===== src/design/cpu_pkg.sv =====
package cpu_pkg;

  localparam int ADDR_W = 13;  // 8 KiB of RAM
  localparam int PC_W   = 16;

  typedef logic [7:0]        byte_t;
  typedef logic [ADDR_W-1:0] addr_t;
  typedef logic [PC_W-1:0]   pc_t;

  localparam pc_t RESET_PC = 16'h0200;

  // Supported opcodes, everything else runs as a one-byte no-op
  typedef enum logic [7:0] {
    JMP_ABS  = 8'h4C,
    LDA_IMM  = 8'hA9,
    LDA_ZP   = 8'hA5,
    LDA_ZPX  = 8'hB5,
    LDA_ABS  = 8'hAD,
    LDA_ABSX = 8'hBD,
    LDA_ABSY = 8'hB9,
    LDX_IMM  = 8'hA2,
    LDX_ZP   = 8'hA6,
    LDX_ZPY  = 8'hB6,
    LDX_ABS  = 8'hAE,
    LDX_ABSY = 8'hBE,
    LDY_IMM  = 8'hA0,
    LDY_ZP   = 8'hA4,
    LDY_ZPX  = 8'hB4,
    LDY_ABS  = 8'hAC,
    LDY_ABSX = 8'hBC
  } opcode_t;

  typedef enum logic [1:0] {
    NOP,
    LOAD,
    JUMP
  } instr_class_t;

  typedef enum logic [2:0] {
    IMM,
    ZP,
    ZP_IDX,   // Wraps inside page zero
    ABS,
    ABS_IDX
  } addr_mode_t;

  // Load destination or index register
  typedef enum logic [1:0] {
    REG_A,
    REG_X,
    REG_Y
  } reg_sel_t;

  typedef struct packed {
    instr_class_t cls;
    addr_mode_t   mode;
    reg_sel_t     dst;
    reg_sel_t     idx;
    logic [1:0]   len;   // Instruction bytes, 1 to 3
  } instr_info_t;

  typedef struct packed {
    logic     valid;
    logic     load;      // Writes dst and the flags
    reg_sel_t dst;
    byte_t    value;
    pc_t      next_pc;
  } commit_t;

  typedef struct packed {
    pc_t   pc;
    byte_t a;
    byte_t x;
    byte_t y;
    logic  n;
    logic  z;
  } arch_state_t;

endpackage


===== src/design/instr_decoder.sv =====
`timescale 1ns/10ps

module instr_decoder (
  input  cpu_pkg::byte_t       opcode,
  output cpu_pkg::instr_info_t info
);

  // One table row, length follows from the mode
  function automatic cpu_pkg::instr_info_t row(
    input cpu_pkg::instr_class_t cls,
    input cpu_pkg::addr_mode_t   mode,
    input cpu_pkg::reg_sel_t     dst,
    input cpu_pkg::reg_sel_t     idx
  );
    cpu_pkg::instr_info_t r;
    r.cls  = cls;
    r.mode = mode;
    r.dst  = dst;
    r.idx  = idx;
    if (cls == cpu_pkg::NOP) begin
      r.len = 2'd1;
    end else if (mode == cpu_pkg::ABS || mode == cpu_pkg::ABS_IDX) begin
      r.len = 2'd3;
    end else begin
      r.len = 2'd2;
    end
    return r;
  endfunction

  always_comb begin
    case (opcode)
      cpu_pkg::JMP_ABS:  info = row(cpu_pkg::JUMP, cpu_pkg::ABS, cpu_pkg::REG_A, cpu_pkg::REG_X);
      cpu_pkg::LDA_IMM:  info = row(cpu_pkg::LOAD, cpu_pkg::IMM, cpu_pkg::REG_A, cpu_pkg::REG_X);
      cpu_pkg::LDA_ZP:   info = row(cpu_pkg::LOAD, cpu_pkg::ZP, cpu_pkg::REG_A, cpu_pkg::REG_X);
      cpu_pkg::LDA_ZPX:  info = row(cpu_pkg::LOAD, cpu_pkg::ZP_IDX,
                                    cpu_pkg::REG_A, cpu_pkg::REG_X);
      cpu_pkg::LDA_ABS:  info = row(cpu_pkg::LOAD, cpu_pkg::ABS, cpu_pkg::REG_A, cpu_pkg::REG_X);
      cpu_pkg::LDA_ABSX: info = row(cpu_pkg::LOAD, cpu_pkg::ABS_IDX,
                                    cpu_pkg::REG_A, cpu_pkg::REG_X);
      cpu_pkg::LDA_ABSY: info = row(cpu_pkg::LOAD, cpu_pkg::ABS_IDX,
                                    cpu_pkg::REG_A, cpu_pkg::REG_Y);
      // LDX indexes with Y
      cpu_pkg::LDX_IMM:  info = row(cpu_pkg::LOAD, cpu_pkg::IMM, cpu_pkg::REG_X, cpu_pkg::REG_Y);
      cpu_pkg::LDX_ZP:   info = row(cpu_pkg::LOAD, cpu_pkg::ZP, cpu_pkg::REG_X, cpu_pkg::REG_Y);
      cpu_pkg::LDX_ZPY:  info = row(cpu_pkg::LOAD, cpu_pkg::ZP_IDX,
                                    cpu_pkg::REG_X, cpu_pkg::REG_Y);
      cpu_pkg::LDX_ABS:  info = row(cpu_pkg::LOAD, cpu_pkg::ABS, cpu_pkg::REG_X, cpu_pkg::REG_Y);
      cpu_pkg::LDX_ABSY: info = row(cpu_pkg::LOAD, cpu_pkg::ABS_IDX,
                                    cpu_pkg::REG_X, cpu_pkg::REG_Y);
      // LDY indexes with X
      cpu_pkg::LDY_IMM:  info = row(cpu_pkg::LOAD, cpu_pkg::IMM, cpu_pkg::REG_Y, cpu_pkg::REG_X);
      cpu_pkg::LDY_ZP:   info = row(cpu_pkg::LOAD, cpu_pkg::ZP, cpu_pkg::REG_Y, cpu_pkg::REG_X);
      cpu_pkg::LDY_ZPX:  info = row(cpu_pkg::LOAD, cpu_pkg::ZP_IDX,
                                    cpu_pkg::REG_Y, cpu_pkg::REG_X);
      cpu_pkg::LDY_ABS:  info = row(cpu_pkg::LOAD, cpu_pkg::ABS, cpu_pkg::REG_Y, cpu_pkg::REG_X);
      cpu_pkg::LDY_ABSX: info = row(cpu_pkg::LOAD, cpu_pkg::ABS_IDX,
                                    cpu_pkg::REG_Y, cpu_pkg::REG_X);
      default:           info = row(cpu_pkg::NOP, cpu_pkg::IMM, cpu_pkg::REG_A, cpu_pkg::REG_X);
    endcase
  end

endmodule


===== src/design/bus_sequencer.sv =====
`timescale 1ns/10ps

module bus_sequencer (
  input  logic                 clk,
  input  logic                 rst_n,
  input  cpu_pkg::byte_t       rd_data,
  input  cpu_pkg::instr_info_t info,
  input  cpu_pkg::arch_state_t arch,
  output cpu_pkg::byte_t       opcode,
  output cpu_pkg::addr_t       rd_addr,
  output cpu_pkg::commit_t     commit
);

  // Three cycles per read, then one execute cycle
  typedef enum logic [1:0] {
    S_REQ,
    S_WAIT,
    S_RECV,
    S_EXEC
  } phase_t;

  // Which byte the current read brings in
  typedef enum logic [1:0] {
    FETCH_OPCODE,
    FETCH_LO,
    FETCH_HI,
    FETCH_DATA
  } stage_t;

  phase_t         phase;
  stage_t         stage;
  cpu_pkg::byte_t opcode_q;
  cpu_pkg::byte_t oper_lo;
  cpu_pkg::byte_t oper_hi;
  cpu_pkg::byte_t data_q;     // Loaded value, immediate or from memory
  cpu_pkg::byte_t idx_val;
  cpu_pkg::pc_t   oper_word;
  cpu_pkg::pc_t   eff_addr;
  cpu_pkg::pc_t   next_pc;
  logic           opcode_rx;

  // Decode the opcode byte in the cycle it arrives
  assign opcode_rx = (phase == S_RECV) && (stage == FETCH_OPCODE);
  assign opcode    = opcode_rx ? rd_data : opcode_q;

  assign idx_val = (info.idx == cpu_pkg::REG_Y) ? arch.y : arch.x;

  // Operand as it stands when its last byte is on rd_data
  assign oper_word = (stage == FETCH_LO) ? {8'h00, rd_data} : {rd_data, oper_lo};

  always_comb begin
    case (info.mode)
      cpu_pkg::ZP_IDX:  eff_addr = {8'h00, oper_word[7:0] + idx_val};  // Page zero wrap
      cpu_pkg::ABS_IDX: eff_addr = oper_word + {8'h00, idx_val};
      default:          eff_addr = oper_word;
    endcase
  end

  assign next_pc = (info.cls == cpu_pkg::JUMP) ? {oper_hi, oper_lo}
                                               : arch.pc + cpu_pkg::pc_t'(info.len);

  always_comb begin
    commit.valid   = (phase == S_EXEC);
    commit.load    = (info.cls == cpu_pkg::LOAD);
    commit.dst     = info.dst;
    commit.value   = data_q;
    commit.next_pc = next_pc;
  end

  always_ff @(posedge clk or negedge rst_n) begin
    if (!rst_n) begin
      phase    <= S_REQ;
      stage    <= FETCH_OPCODE;
      opcode_q <= 8'h00;
      rd_addr  <= cpu_pkg::addr_t'(cpu_pkg::RESET_PC);
    end else begin
      case (phase)
        S_REQ:  phase <= S_WAIT;
        S_WAIT: phase <= S_RECV;
        S_RECV: begin
          phase <= S_REQ;  // Another read unless the bytes are all in
          case (stage)
            FETCH_OPCODE: begin
              opcode_q <= rd_data;
              if (info.cls == cpu_pkg::NOP) begin
                phase <= S_EXEC;
              end else begin
                stage   <= FETCH_LO;
                rd_addr <= cpu_pkg::addr_t'(arch.pc + 16'd1);
              end
            end
            FETCH_LO: begin
              if (info.len == 2'd3) begin
                stage   <= FETCH_HI;
                rd_addr <= cpu_pkg::addr_t'(arch.pc + 16'd2);
              end else if (info.mode == cpu_pkg::IMM) begin
                phase <= S_EXEC;
              end else begin
                stage   <= FETCH_DATA;
                rd_addr <= cpu_pkg::addr_t'(eff_addr);
              end
            end
            FETCH_HI: begin
              if (info.cls == cpu_pkg::JUMP) begin
                phase <= S_EXEC;
              end else begin
                stage   <= FETCH_DATA;
                rd_addr <= cpu_pkg::addr_t'(eff_addr);
              end
            end
            default: phase <= S_EXEC;  // Data byte in
          endcase
        end
        default: begin
          // Execute, then fetch from the committed PC
          phase   <= S_REQ;
          stage   <= FETCH_OPCODE;
          rd_addr <= cpu_pkg::addr_t'(next_pc);
        end
      endcase
    end
  end

  // Operand and data capture
  always_ff @(posedge clk) begin
    if (phase == S_RECV) begin
      case (stage)
        FETCH_LO: begin
          oper_lo <= rd_data;
          data_q  <= rd_data;  // Immediate value
        end
        FETCH_HI:   oper_hi <= rd_data;
        FETCH_DATA: data_q  <= rd_data;
        default: ;
      endcase
    end
  end

endmodule


===== src/design/arch_regs.sv =====
`timescale 1ns/10ps

module arch_regs (
  input  logic                 clk,
  input  logic                 rst_n,
  input  cpu_pkg::commit_t     commit,
  output cpu_pkg::arch_state_t arch,
  output logic                 retire
);

  always_ff @(posedge clk or negedge rst_n) begin
    if (!rst_n) begin
      arch.pc <= cpu_pkg::RESET_PC;
      arch.a  <= 8'h00;
      arch.x  <= 8'h00;
      arch.y  <= 8'h00;
      arch.n  <= 1'b0;
      arch.z  <= 1'b0;
      retire  <= 1'b0;
    end else begin
      retire <= commit.valid;  // Lines up with the new state
      if (commit.valid) begin
        arch.pc <= commit.next_pc;
        // Flags only move on loads
        if (commit.load) begin
          case (commit.dst)
            cpu_pkg::REG_X: arch.x <= commit.value;
            cpu_pkg::REG_Y: arch.y <= commit.value;
            default:        arch.a <= commit.value;
          endcase
          arch.n <= commit.value[7];
          arch.z <= (commit.value == 8'h00);
        end
      end
    end
  end

endmodule


===== src/design/cpu_top.sv =====
`timescale 1ns/10ps

module cpu_top (
  input  logic                 clk,
  input  logic                 rst_n,
  input  cpu_pkg::byte_t       rd_data,
  output cpu_pkg::addr_t       rd_addr,
  output logic                 retire,
  output cpu_pkg::arch_state_t arch
);

  cpu_pkg::byte_t       opcode;  // Byte under decode
  cpu_pkg::instr_info_t info;
  cpu_pkg::commit_t     commit;

  instr_decoder u_dec (
    .opcode (opcode),
    .info   (info)
  );

  // Fetch and execute sequencing
  bus_sequencer u_seq (
    .clk     (clk),
    .rst_n   (rst_n),
    .rd_data (rd_data),
    .info    (info),
    .arch    (arch),
    .opcode  (opcode),
    .rd_addr (rd_addr),
    .commit  (commit)
  );

  arch_regs u_regs (
    .clk    (clk),
    .rst_n  (rst_n),
    .commit (commit),
    .arch   (arch),
    .retire (retire)
  );

endmodule


===== config.mk =====
export PLATFORM = sky130hd
export DESIGN_NAME = cpu_top
export DESIGN_NICKNAME = d
export VERILOG_FILES = /design/src/design/cpu_pkg.sv /design/src/design/instr_decoder.sv /design/src/design/bus_sequencer.sv /design/src/design/arch_regs.sv /design/src/design/cpu_top.sv
export SDC_FILE = /design/constraint.sdc
export NUM_CORES = 1
export LEC_CHECK = 0
export ABC_AREA = 0
export ABC_CLOCK_PERIOD_IN_PS = 6300
export BUFFER_PORTS_ARGS = -buffer_cell sky130_fd_sc_hd__buf_2
export CORE_ASPECT_RATIO = 2
export CORE_MARGIN = 3
export CORE_UTILIZATION = 55
export CTS_BUF_LIST = sky130_fd_sc_hd__clkbuf_8
export CTS_CLUSTER_DIAMETER = 60
export CTS_CLUSTER_SIZE = 30
export DETAILED_ROUTE_END_ITERATION = 16
export PLACE_DENSITY = 0.76
export SYNTH_ARGS = -nofsm -noshare
export SYNTH_HDL_FRONTEND = slang
export SYNTH_SLANG_ARGS = --single-unit
export TNS_END_PERCENT = 50

===== constraint.sdc =====
create_clock -name clk -period 6.3 [get_ports clk]
set_clock_uncertainty 0.15 [all_clocks]
set_input_delay 1.26 -clock clk [delete_from_list [all_inputs] [get_ports clk]]
set_output_delay 1.26 -clock clk [all_outputs]
set_load 0.02 [all_outputs]

==> results of run 1 <==
[layout make-up]
class / instances / share of cell area [%]
inverters: 19 / 1.09
flip-flops and latches: 92 / 37.1
clock inverters: 7 / 1.22
clock buffers: 9 / 1.89
well taps: 137 / 2.62
multi-input cells: 472 / 50.7
repair buffers: 69 / 5.43
[logic make-up after synthesis]
kind of cell,after synthesis
buffers and inverters,63
AND/OR/NAND/NOR,210
adder cells (fa/ha/maj),20
AO/OA/AOI/OAI,157
XOR/XNOR,27
multiplexers,58
flip-flops,92
[Yosys cell counts (8+ instances only)]
master,n,area share [%]
nand2_1,67,4.2
dfrtp_1,66,27
a21oi_1,41,3.4
nor2_1,38,2.4
o21ai_0,38,3.2
mux2_1,33,6.2
clkbuf_1,28,1.7
edfxtp_1,24,12
inv_1,19,1.2
ha_1,18,3.7
xnor2_1,17,2.5
nand3_1,16,1.3
nor3_1,14,1.2
mux2_2,13,2.4
nand2b_1,12,1.2
nand4_1,10,1.0
xor2_1,10,1.5
o21ai_1,9,0.75
and3_1,8,0.83
mux2i_1,8,1.3
[registers in the layout, summed over array words and instances, names as in the netlist]
| register | cells |
|---|---|
| u_seq.data_q | 8 |
| u_regs.arch | 42 |
| u_seq.oper_hi | 8 |
| u_seq.stage | 2 |
| u_seq.oper_lo | 8 |
| u_seq.rd_addr | 13 |
| u_seq.phase | 2 |
| u_seq.opcode_q | 8 |
| u_regs.retire | 1 |
[path summary, 6_finish.rpt]
check / slack, ns / start / end
min reg2reg: 0.33 / u_seq.rd_addr[10]$_DFFE_PN0P_ / u_seq.rd_addr[10]$_DFFE_PN0P_
max: 0.96 / u_seq.stage[0]$_DFFE_PN0P_ / u_seq.rd_addr[12]$_DFFE_PN0P_
max in group asynchronous: 4.47 / rst_n / u_seq.rd_addr[6]$_DFFE_PN0P_
max reg2reg: 0.96 / u_seq.stage[0]$_DFFE_PN0P_ / u_seq.rd_addr[12]$_DFFE_PN0P_
min in group asynchronous: 0.93 / rst_n / u_regs.arch[18]$_DFFE_PN0P_
min: 0.33 / u_seq.rd_addr[10]$_DFFE_PN0P_ / u_seq.rd_addr[10]$_DFFE_PN0P_
[power by group]
group	switching (uW)	total, uW	internal (uW)
clock	251	409	158
combinational	868	1370	507
sequential	207	978	772
[per-stage QoR]
stage / std cells / hold slack [ns] / power [uW] / setup slack [ns] / area, um2
CTS: 805 / 0.336 / 2750 / 1.05 / 6540
floorplan: 627 / 0.314 / 1970 / 1.29 / 6030
finish: 805 / 0.333 / 2760 / 0.959 / 6540
global route: 805 / 0.364 / 2940 / 0.663 / 6540
global placement: 789 / 0.303 / 2310 / 1.03 / 6330
detailed placement: 789 / 0.313 / 2340 / 0.867 / 6330
[critical path, stage by stage (launching register included)]
cell,delay (ns)
dfrtp_1,0.41
inv_1,0.11
ha_1,0.28
and3b_1,0.69
mux2i_4,0.19
and3_1,0.20
or3_1,0.42
nand2_2,0.22
mux2_1,0.35
ha_1,0.24
fa_1,0.42
a21oi_1,0.22
o211ai_1,0.16
nand2b_1,0.19
and4_1,0.26
a221oi_1,0.26
a31oi_1,0.09
o221a_2,0.29
o21ai_1,0.13
[metal layers]
layer	wire length (um)	up-vias	GRT usage, %	part of all wire (%)
met4	1020	0	18.8	5.9
met3	905	62	4.45	5.2
met2	9120	236	49.6	53
li1	-	2338	-	-
met1	6300	2516	33.9	36
met5	0	-	0	0
[placed cells by master (no fill, tap or decap), types with 12 or more instances in the layout]
cell and n:
buf_2 65, nand3_1 16, mux2_2 13, nand2_1 67, inv_1 19, dfrtp_1 66
o21ai_0 38, nor2_1 38, ha_1 18, edfxtp_1 24, nand2b_1 12, a21oi_1 41
nor3_1 14, xnor2_1 17, mux2_1 33
==> results.sh, run 1 <==
export IMPL_wl_per_cell_um=21.6
export IMPL_p_per_area_mw_per_mm2=422
export IMPL_fp_dieH_um=154
export IMPL_synth_seq_cells=92
export IMPL_fin_crit_ns=5.34
export IMPL_tightestPinTransition_ns=0.983
export IMPL_crit_path_start_kind="flip-flop"
export IMPL_die_area_mm2=0.0123
export IMPL_grt_max_degree=69
export IMPL_post_drt_via_cell_ratio=6.40
export IMPL_cts_tree="built"
export IMPL_synth_top_family_by_area="simple AND/OR/NAND/NOR gates"
export IMPL_ys_flop_type="dfrtp_1"
export IMPL_antenna_found_initial=0
export IMPL_post_cts_setup_buffers=0
export IMPL_path_class="reg -> reg"
export IMPL_grt_pass1_vias=5194
export IMPL_synth_compound_area_share_pct=17.2
export IMPL_maxSlewViolCount=0
export IMPL_p_leak_uw=0.00292
export IMPL_start_util_pct=56.8
export IMPL_cp_required_ns=6.46
export IMPL_syn_area_mm2=0.00603
export IMPL_fin_nets=693
export IMPL_clock_tree_root_cell="clkbuf_8"
export IMPL_synth_mux_area_share_pct=11.0
export IMPL_drv_cap=0
export IMPL_status="finished clean"
export IMPL_cp_arrival_ns=5.50
export IMPL_fin_crit_sh_pct=84.8
export IMPL_async_flop_share_pct=73.9
export IMPL_drtIter0Drc=370
export IMPL_routabilityCongestion=0.957
export IMPL_hpwl_um=12600
export IMPL_track_usage_pct=29.4
export IMPL_post_route_drc_count=0
export IMPL_reg2regPathDepth=18
export IMPL_layout_drive_gt1_share_pct=19.3
export IMPL_hold_depth=2
export IMPL_hold_buffers=0
export IMPL_final_core_util_pct=61.6
export IMPL_synthCells=627
export IMPL_seqCellArea_mm2=0.00242
export IMPL_grt_setup_unrepaired="no"
export IMPL_cts_clk_slew_worst_paths_ns=0.11
export IMPL_grt_pass1_wl_um=27900
export IMPL_post_cts_resized=0
export IMPL_wirelength_um=17400
export IMPL_cts_buffer_depth=2
export IMPL_vias=5152
export IMPL_synth_edff_count=24
export IMPL_fillers=942
export IMPL_clk_latency_ns=0.38
export IMPL_area_delta_synth_final_pct=8.49
export IMPL_yosysWarnings=0
export IMPL_multiInputGateArea_mm2=0.00331
export IMPL_fmax_ghz=0.187
export IMPL_io_pins=66
export IMPL_port_buffers=65
export IMPL_ys_types=76
export IMPL_core_area_mm2=0.0106
export IMPL_htree_levels=3
export IMPL_syn_area_per_cell_um2=9.61
export IMPL_clkSinkCount=92
export IMPL_num_antenna_cells=0
export IMPL_rows=53
export IMPL_synth_xor_area_share_pct=3.92
export IMPL_critPathCaptureType="flip-flop"
export IMPL_syn_num_nets=657
export IMPL_drt_pass1_iter_count=5
export IMPL_hold_viol=0
export IMPL_final_setup_tns_ns=0
export IMPL_ys_seq_area_share_pct=40.2
export IMPL_die_w_um=80.0
export IMPL_setup_viol=0
export IMPL_tritoncts_num_buffers=9
export IMPL_yosys_area_share_adder_pct=4.40
export IMPL_slew_headroom_pct=34.5
export IMPL_synthSimpleGateAreaFrac_pct=18.3
export IMPL_hp_class="reg -> reg"
export IMPL_vdd_ir_drop_max_uv=358
export IMPL_path_max_fanout=17
export IMPL_drtAntennaViolNets=0
export IMPL_grt_ovfl_total=0
(Power assumes the default switching activity.)
==> run 2: changes to the inputs <==
--- a/config.mk
+++ b/config.mk
@@ -6,7 +6,7 @@
 export NUM_CORES = 1
 export LEC_CHECK = 0
 export ABC_AREA = 0
-export ABC_CLOCK_PERIOD_IN_PS = 6300
+export ABC_CLOCK_PERIOD_IN_PS = 4300
 export BUFFER_PORTS_ARGS = -buffer_cell sky130_fd_sc_hd__buf_2
 export CORE_ASPECT_RATIO = 2
 export CORE_MARGIN = 3
@@ -15,7 +15,7 @@
 export CTS_CLUSTER_DIAMETER = 60
 export CTS_CLUSTER_SIZE = 30
 export DETAILED_ROUTE_END_ITERATION = 16
-export PLACE_DENSITY = 0.76
+export PLACE_DENSITY = 0.78
 export SYNTH_ARGS = -nofsm -noshare
 export SYNTH_HDL_FRONTEND = slang
 export SYNTH_SLANG_ARGS = --single-unit
==> constraint.sdc (replaced) <==
create_clock -name clk -period 4.3 [get_ports clk]
set_clock_uncertainty 0.15 [all_clocks]
set_input_delay 0.86 -clock clk [delete_from_list [all_inputs] [get_ports clk]]
set_output_delay 0.86 -clock clk [all_outputs]
set_load 0.02 [all_outputs]
==> run 2 against run 1 <==
The flow now finishes with violations (negative setup slack). Worst hold slack better by 0.0044 ns. Critical path depth is the same. Total power is 60% higher. Maximum frequency increased by 22%. Via count is 5.4% higher.
==> results.sh, run 2 (synthesis gave the netlist of run 1 again) <==
export IMPL_track_usage_pct=31.5
export IMPL_critPathCaptureType="flip-flop"
export IMPL_drt_pass1_iter_count=5
export IMPL_grt_use_met1_pct=34.6
export IMPL_routabilityCongestion=0.981
export IMPL_grt_max_degree=41
export IMPL_final_core_util_pct=67.7
export IMPL_crit_path_start_kind="flip-flop"
export IMPL_drtAntennaViolNets=0
export IMPL_path_class="reg -> reg"
export IMPL_layout_commonest_cell="nand2_1"
export IMPL_fin_crit_ns=4.36
export IMPL_hold_viol=0
export IMPL_status="finished with violations"
export IMPL_path_max_fanout=5
export IMPL_post_route_drc_count=0
export IMPL_cp_required_ns=4.47
export IMPL_p_leak_uw=0.00320
export IMPL_drtIter0Drc=466
export IMPL_maxSlewViolCount=0
export IMPL_die_area_mm2=0.0123
export IMPL_hpwl_um=14000
export IMPL_wirelength_um=18900
export IMPL_cp_arrival_ns=4.53
export IMPL_violations="negative setup slack"
export IMPL_die_w_um=80.0
export IMPL_hold_depth=2
export IMPL_clkSinkCount=92
export IMPL_post_drt_via_cell_ratio=6.32
export IMPL_p_per_area_mw_per_mm2=615
export IMPL_final_cell_mix="67 x nand2_1, 66 x dfrtp_1, 65 x buf_2"
export IMPL_busiest_layer="met2"
export IMPL_cts_clk_slew_worst_paths_ns=0.10
export IMPL_layout_drive_gt1_share_pct=30.0
export IMPL_hp_class="reg -> reg"
export IMPL_port_buffers=65
export IMPL_regMostFlops="u_regs.arch"
export IMPL_use_met3_pct=4.22
export IMPL_met2_usage_pct=55.1
export IMPL_area_delta_synth_final_pct=19.1
export IMPL_fmax_ghz=0.229
export IMPL_io_pins=66
export IMPL_grt_ovfl_total=0
export IMPL_setup_ws_ns=-0.0619
export IMPL_tritoncts_num_buffers=9
export IMPL_vdd_ir_drop_max_uv=489
export IMPL_htree_levels=3
export IMPL_final_cells=860
export IMPL_cts_buffer_depth=2
export IMPL_fin_crit_sh_pct=101
export IMPL_largest_reg_flops=42
export IMPL_clk_latency_ns=0.39
export IMPL_reg_top3="u_regs.arch (42), u_seq.rd_addr (13)"
export IMPL_grt_pass1_wl_um=29500
export IMPL_fin_nets=748
export IMPL_timing_hold_ws_ns=0.337
export IMPL_numPlacedInstances=837
export IMPL_wl_per_cell_um=22.0
export IMPL_antenna_found_initial=0
export IMPL_drv_cap=0
export IMPL_rows=53
export IMPL_fp_dieH_um=154
export IMPL_reg2regPathDepth=18
export IMPL_grt_pass1_vias=5561
export IMPL_final_setup_tns_ns=-0.0619
export IMPL_grt_setup_unrepaired="yes"
export IMPL_tightestPinTransition_ns=0.901
export IMPL_slew_headroom_pct=39.9
export IMPL_cts_tree="built"
export IMPL_num_antenna_cells=0
export IMPL_vias=5431
export IMPL_core_area_mm2=0.0106
export IMPL_start_util_pct=56.8
export IMPL_setup_viol=1
export IMPL_clock_tree_root_cell="clkbuf_8"
[run 2: area by class of cell]
| cell class | count | area, um2 |
|---|---|---|
| multi-input combinational | 472 | 3530 |
| fill | 805 | 3430 |
| sequential | 92 | 2420 |
| timing repair buffer | 124 | 785 |
| tap | 137 | 171 |
| clock buffer | 9 | 124 |
| clock inverter | 7 | 76.3 |
| inverter | 19 | 71.3 |
[run 2: worst max-delay path, cell delays in order (launching register included)]
cell      delay (ns)
dfrtp_1         0.38
inv_2           0.06
ha_4            0.17
and3b_2         0.23
or3_4           0.36
and3_4          0.18
or3_4           0.36
nand2_8         0.10
mux2_4          0.32
ha_4            0.17
fa_2            0.38
a21oi_2         0.18
o211ai_1        0.12
nand2b_1        0.17
and4_4          0.18
a221oi_2        0.25
a31oi_1         0.10
o221a_2         0.31
o21ai_2         0.11
[run 2: worst paths after layout]
| path | startpoint | slack (ns) | to |
|---|---|---|---|
| worst min register to register | u_seq.rd_addr[10]$_DFFE_PN0P_ | 0.34 | u_seq.rd_addr[10]$_DFFE_PN0P_ |
| worst max-delay path | u_seq.stage[0]$_DFFE_PN0P_ | -0.06 | u_seq.rd_addr[12]$_DFFE_PN0P_ |
| worst min-delay path | u_seq.rd_addr[10]$_DFFE_PN0P_ | 0.34 | u_seq.rd_addr[10]$_DFFE_PN0P_ |
| min in group asynchronous | rst_n | 0.37 | u_regs.arch[1]$_DFFE_PN0P_ |
| max in group asynchronous | rst_n | 2.58 | u_regs.arch[35]$_DFFE_PN1P_ |
| worst max register to register | u_seq.stage[0]$_DFFE_PN0P_ | -0.06 | u_seq.rd_addr[12]$_DFFE_PN0P_ |
[run 2: report_power, final]
part / total (uW) / internal (uW) / switching, uW
Sequential: 1420 / 1130 / 293
Combinational: 2390 / 968 / 1420
Clock: 603 / 232 / 370
[run 2: repair_timing]
item | CTS | global route
pin swaps | 8 | 13
setup endpoints to repair | 7 | 9
gates resized for setup | 10 | 26
setup buffers | 1 | 6
hold buffers | 0 | 0
hold endpoints to repair | 0 | 0
[run 2: through the flow]
step	instance area (um2)	power (uW)	worst slack (ns)
2_1_floorplan	6070	2900	0.0126
3_3_place_gp	6740	3630	-0.158
3_5_place_dp	6740	3670	-0.224
4_1_cts	6990	4320	-0.0465
5_1_grt	7180	4670	-0.213
6_report	7180	4420	-0.0619
[run 2: metal layers]
layer  wire length (um)  part of all wire (%)  up-vias
li1                   -                     -     2447
met1               6620                    35     2659
met2              10100                    53      241
met3                953                   5.0       84
met4               1300                   6.9        0
met5                  0                     0        -
==> run 3: changes to the inputs <==
--- a/config.mk
+++ b/config.mk
@@ -9,13 +9,14 @@
 export ABC_CLOCK_PERIOD_IN_PS = 4300
 export BUFFER_PORTS_ARGS = -buffer_cell sky130_fd_sc_hd__buf_2
 export CORE_ASPECT_RATIO = 2
-export CORE_MARGIN = 3
+export CORE_MARGIN = 2
 export CORE_UTILIZATION = 55
 export CTS_BUF_LIST = sky130_fd_sc_hd__clkbuf_8
 export CTS_CLUSTER_DIAMETER = 60
 export CTS_CLUSTER_SIZE = 30
 export DETAILED_ROUTE_END_ITERATION = 16
 export PLACE_DENSITY = 0.78
+export REMOVE_ABC_BUFFERS = 1
 export SYNTH_ARGS = -nofsm -noshare
 export SYNTH_HDL_FRONTEND = slang
 export SYNTH_SLANG_ARGS = --single-unit
==> run 3 against run 2 <==
The flow now finishes without violations. Utilization down 0.92 points. Worst hold slack gained 0.0028 ns. Count of clock-buffer cells in the layout unchanged. Cell count is 1.3% higher. Clock power decreased by 2%. Largest cell class unchanged. Largest power group unchanged.
==> results.sh, run 3 (synthesis gave the netlist of run 1 again) <==
export IMPL_r2r_end="u_seq.rd_addr[10]$_DFFE_PN0P_"
export IMPL_drv_cap=0
export IMPL_grt_setup_unrepaired="yes"
export IMPL_core_area_mm2=0.0108
export IMPL_layout_drive_gt1_share_pct=30.8
export IMPL_final_cells=871
export IMPL_placed_area_mm2=0.00675
export IMPL_dp_slack_ns=-0.433
export IMPL_path_class="reg -> reg"
export IMPL_hp_start="u_seq.phase[0]$_DFF_PN0_"
export IMPL_crit_path_start_kind="flip-flop"
export IMPL_cp_arrival_ns=4.39
export IMPL_setup_viol=0
export IMPL_drt_pass1_iter_count=6
export IMPL_die_w_um=78.0
export IMPL_power_uw=4420
export IMPL_final_cell_area_mm2=0.00721
export IMPL_hold_path_end="u_seq.phase[0]$_DFF_PN0_"
export IMPL_final_core_util_pct=66.7
export IMPL_fp_dieH_um=152
export IMPL_start_util_pct=55.8
export IMPL_antenna_found_initial=0
export IMPL_vdd_ir_drop_max_uv=487
export IMPL_regMostFlops="u_regs.arch"
export IMPL_final_cell_mix="67 x nand2_1, 66 x dfrtp_1, 65 x buf_2"
export IMPL_hold_depth=1
export IMPL_reg_top3="u_regs.arch (42), u_seq.rd_addr (13)"
export IMPL_post_drt_via_cell_ratio=6.35
export IMPL_reg2regPathDepth=19
export IMPL_wl_per_cell_um=21.6
export IMPL_crit_path_max_incr_delay_ns=0.39
export IMPL_grt_max_degree=38
export IMPL_reg2reg_from="u_seq.stage[1]$_DFFE_PN0P_"
export IMPL_slowest_stage="dfrtp_1"
export IMPL_maxSlewViolCount=0
export IMPL_routabilityCongestion=0.992
export IMPL_die_area_mm2=0.0119
export IMPL_vias=5532
export IMPL_drtIter0Drc=608
export IMPL_hpwl_um=13500
export IMPL_p_leak_uw=0.00323
export IMPL_htree_levels=3
export IMPL_clk_latency_ns=0.38
export IMPL_tritoncts_num_buffers=9
export IMPL_fin_nets=756
export IMPL_area_delta_synth_final_pct=19.7
export IMPL_fmax_ghz=0.234
export IMPL_p_per_area_mw_per_mm2=613
export IMPL_num_antenna_cells=0
export IMPL_cts_buffer_depth=2
export IMPL_clock_tree_root_cell="clkbuf_8"
export IMPL_path_max_fanout=5
export IMPL_timing_reg2reg_setup_slack_ns=0.03
export IMPL_clkSinkCount=92
export IMPL_grt_pass1_wl_um=28900
export IMPL_hp_class="reg -> reg"
export IMPL_rows=54
export IMPL_layout_commonest_cell="nand2_1"
export IMPL_io_pins=66
export IMPL_cts_clk_slew_worst_paths_ns=0.10
export IMPL_critPathCaptureType="flip-flop"
export IMPL_cts_tree="built"
export IMPL_status="finished clean"
export IMPL_fin_crit_ns=4.27
export IMPL_wirelength_um=18800
export IMPL_numPlacedInstances=847
export IMPL_post_route_drc_count=0
export IMPL_grt_pass1_vias=5630
export IMPL_cp_required_ns=4.42
export IMPL_slew_headroom_pct=38.1
export IMPL_crit_chain="inv_2 -> ha_4 -> and3b_2 -> or3_4 -> and3_4 -> or3_4 -> nand2_4 -> buf_6 -> mux2_4 -> ha_4 -> nand3_1 -> o211ai_1 -> nand2b_1 -> and4_4 -> buf_4 -> nand3_2 -> and3_4 -> o311ai_4 -> nand2_1"
export IMPL_setup_ws_ns=0.0305
export IMPL_port_buffers=65
export IMPL_fin_crit_sh_pct=99.3
export IMPL_largest_reg_flops=42
export IMPL_track_usage_pct=31.6
export IMPL_hold_viol=0
export IMPL_fillers=868
export IMPL_drtAntennaViolNets=0
export IMPL_tightestPinTransition_ns=0.928
export IMPL_grt_ovfl_total=0
[run 3: changes by cell type in the layout (fill, tap and decap cells not counted), sizes merged]
cell,previous run,this run
buf,124,132
[run 3: worst max path at each step]
stage	start	to	slack, ns	cells after the start
after CTS	u_seq.stage[1]$_DFFE_PN0P_	u_seq.rd_addr[12]$_DFFE_PN0P_	0.0002	18
final	u_seq.stage[1]$_DFFE_PN0P_	u_seq.rd_addr[10]$_DFFE_PN0P_	0.03	19
after global routing	u_seq.stage[0]$_DFFE_PN0P_	u_seq.rd_addr[12]$_DFFE_PN0P_	-0.11	18
after global placement	rd_data[3]	u_seq.rd_addr[12]$_DFFE_PN0P_	-0.34	16
after floorplan	u_seq.stage[0]$_DFFE_PN0P_	u_seq.rd_addr[12]$_DFFE_PN0P_	-0.32	18
after detailed placement	rd_data[3]	u_seq.rd_addr[12]$_DFFE_PN0P_	-0.43	16
[run 3: per-stage QoR]
stage / hold WS (ns) / setup TNS, ns
6_report: 0.340 / 0
5_1_grt: 0.366 / -0.369
4_1_cts: 0.342 / 0
3_5_place_dp: 0.323 / -2.40
3_3_place_gp: 0.311 / -1.87
2_1_floorplan: 0.315 / -0.817
[run 3: per-layer routing]
metal	GRT usage [%]	wire length, um
met1	33.9	6330
met2	57.3	9950
met3	3.68	1120
met4	19.7	1380
met5	0	0
[run 3: power by group]
group,switching [uW],leakage [uW],internal (uW)
clock,362,0.000100,227
combinational,1430,0.00204,986
sequential,282,0.00109,1130
total,2080,0.00323,2340
[run 3: worst max-delay path, delay by kind of cell (launching register included)]
family | cells | cell delay [ns]
AND/OR/NAND/NOR | 11 | 2.01
AO/OA/AOI/OAI | 2 | 0.51
adder cells (fa/ha/maj) | 2 | 0.45
buffers and inverters | 3 | 0.32
multiplexers | 1 | 0.32
flip-flops | 1 | 0.39
[run 3: timing repair]
action                     in CTS  in global routing
buffers inserted                3                  5
hold buffers                    0                  0
setup endpoints to repair       8                 12
gates resized for setup        23                 25
pin swaps                       5                 15
[run 3: area by class of cell]
| cell class | count | area [um2] | area share (%) |
|---|---|---|---|
| multi-input cells | 472 | 3510 | 48.7 |
| flip-flops and latches | 92 | 2420 | 33.6 |
| well taps | 140 | 175 | 2.43 |
| clock inverters | 7 | 66.3 | 0.919 |
| clock buffers | 9 | 124 | 1.72 |
| repair buffers | 132 | 840 | 11.6 |
| inverters | 19 | 71.3 | 0.989 |
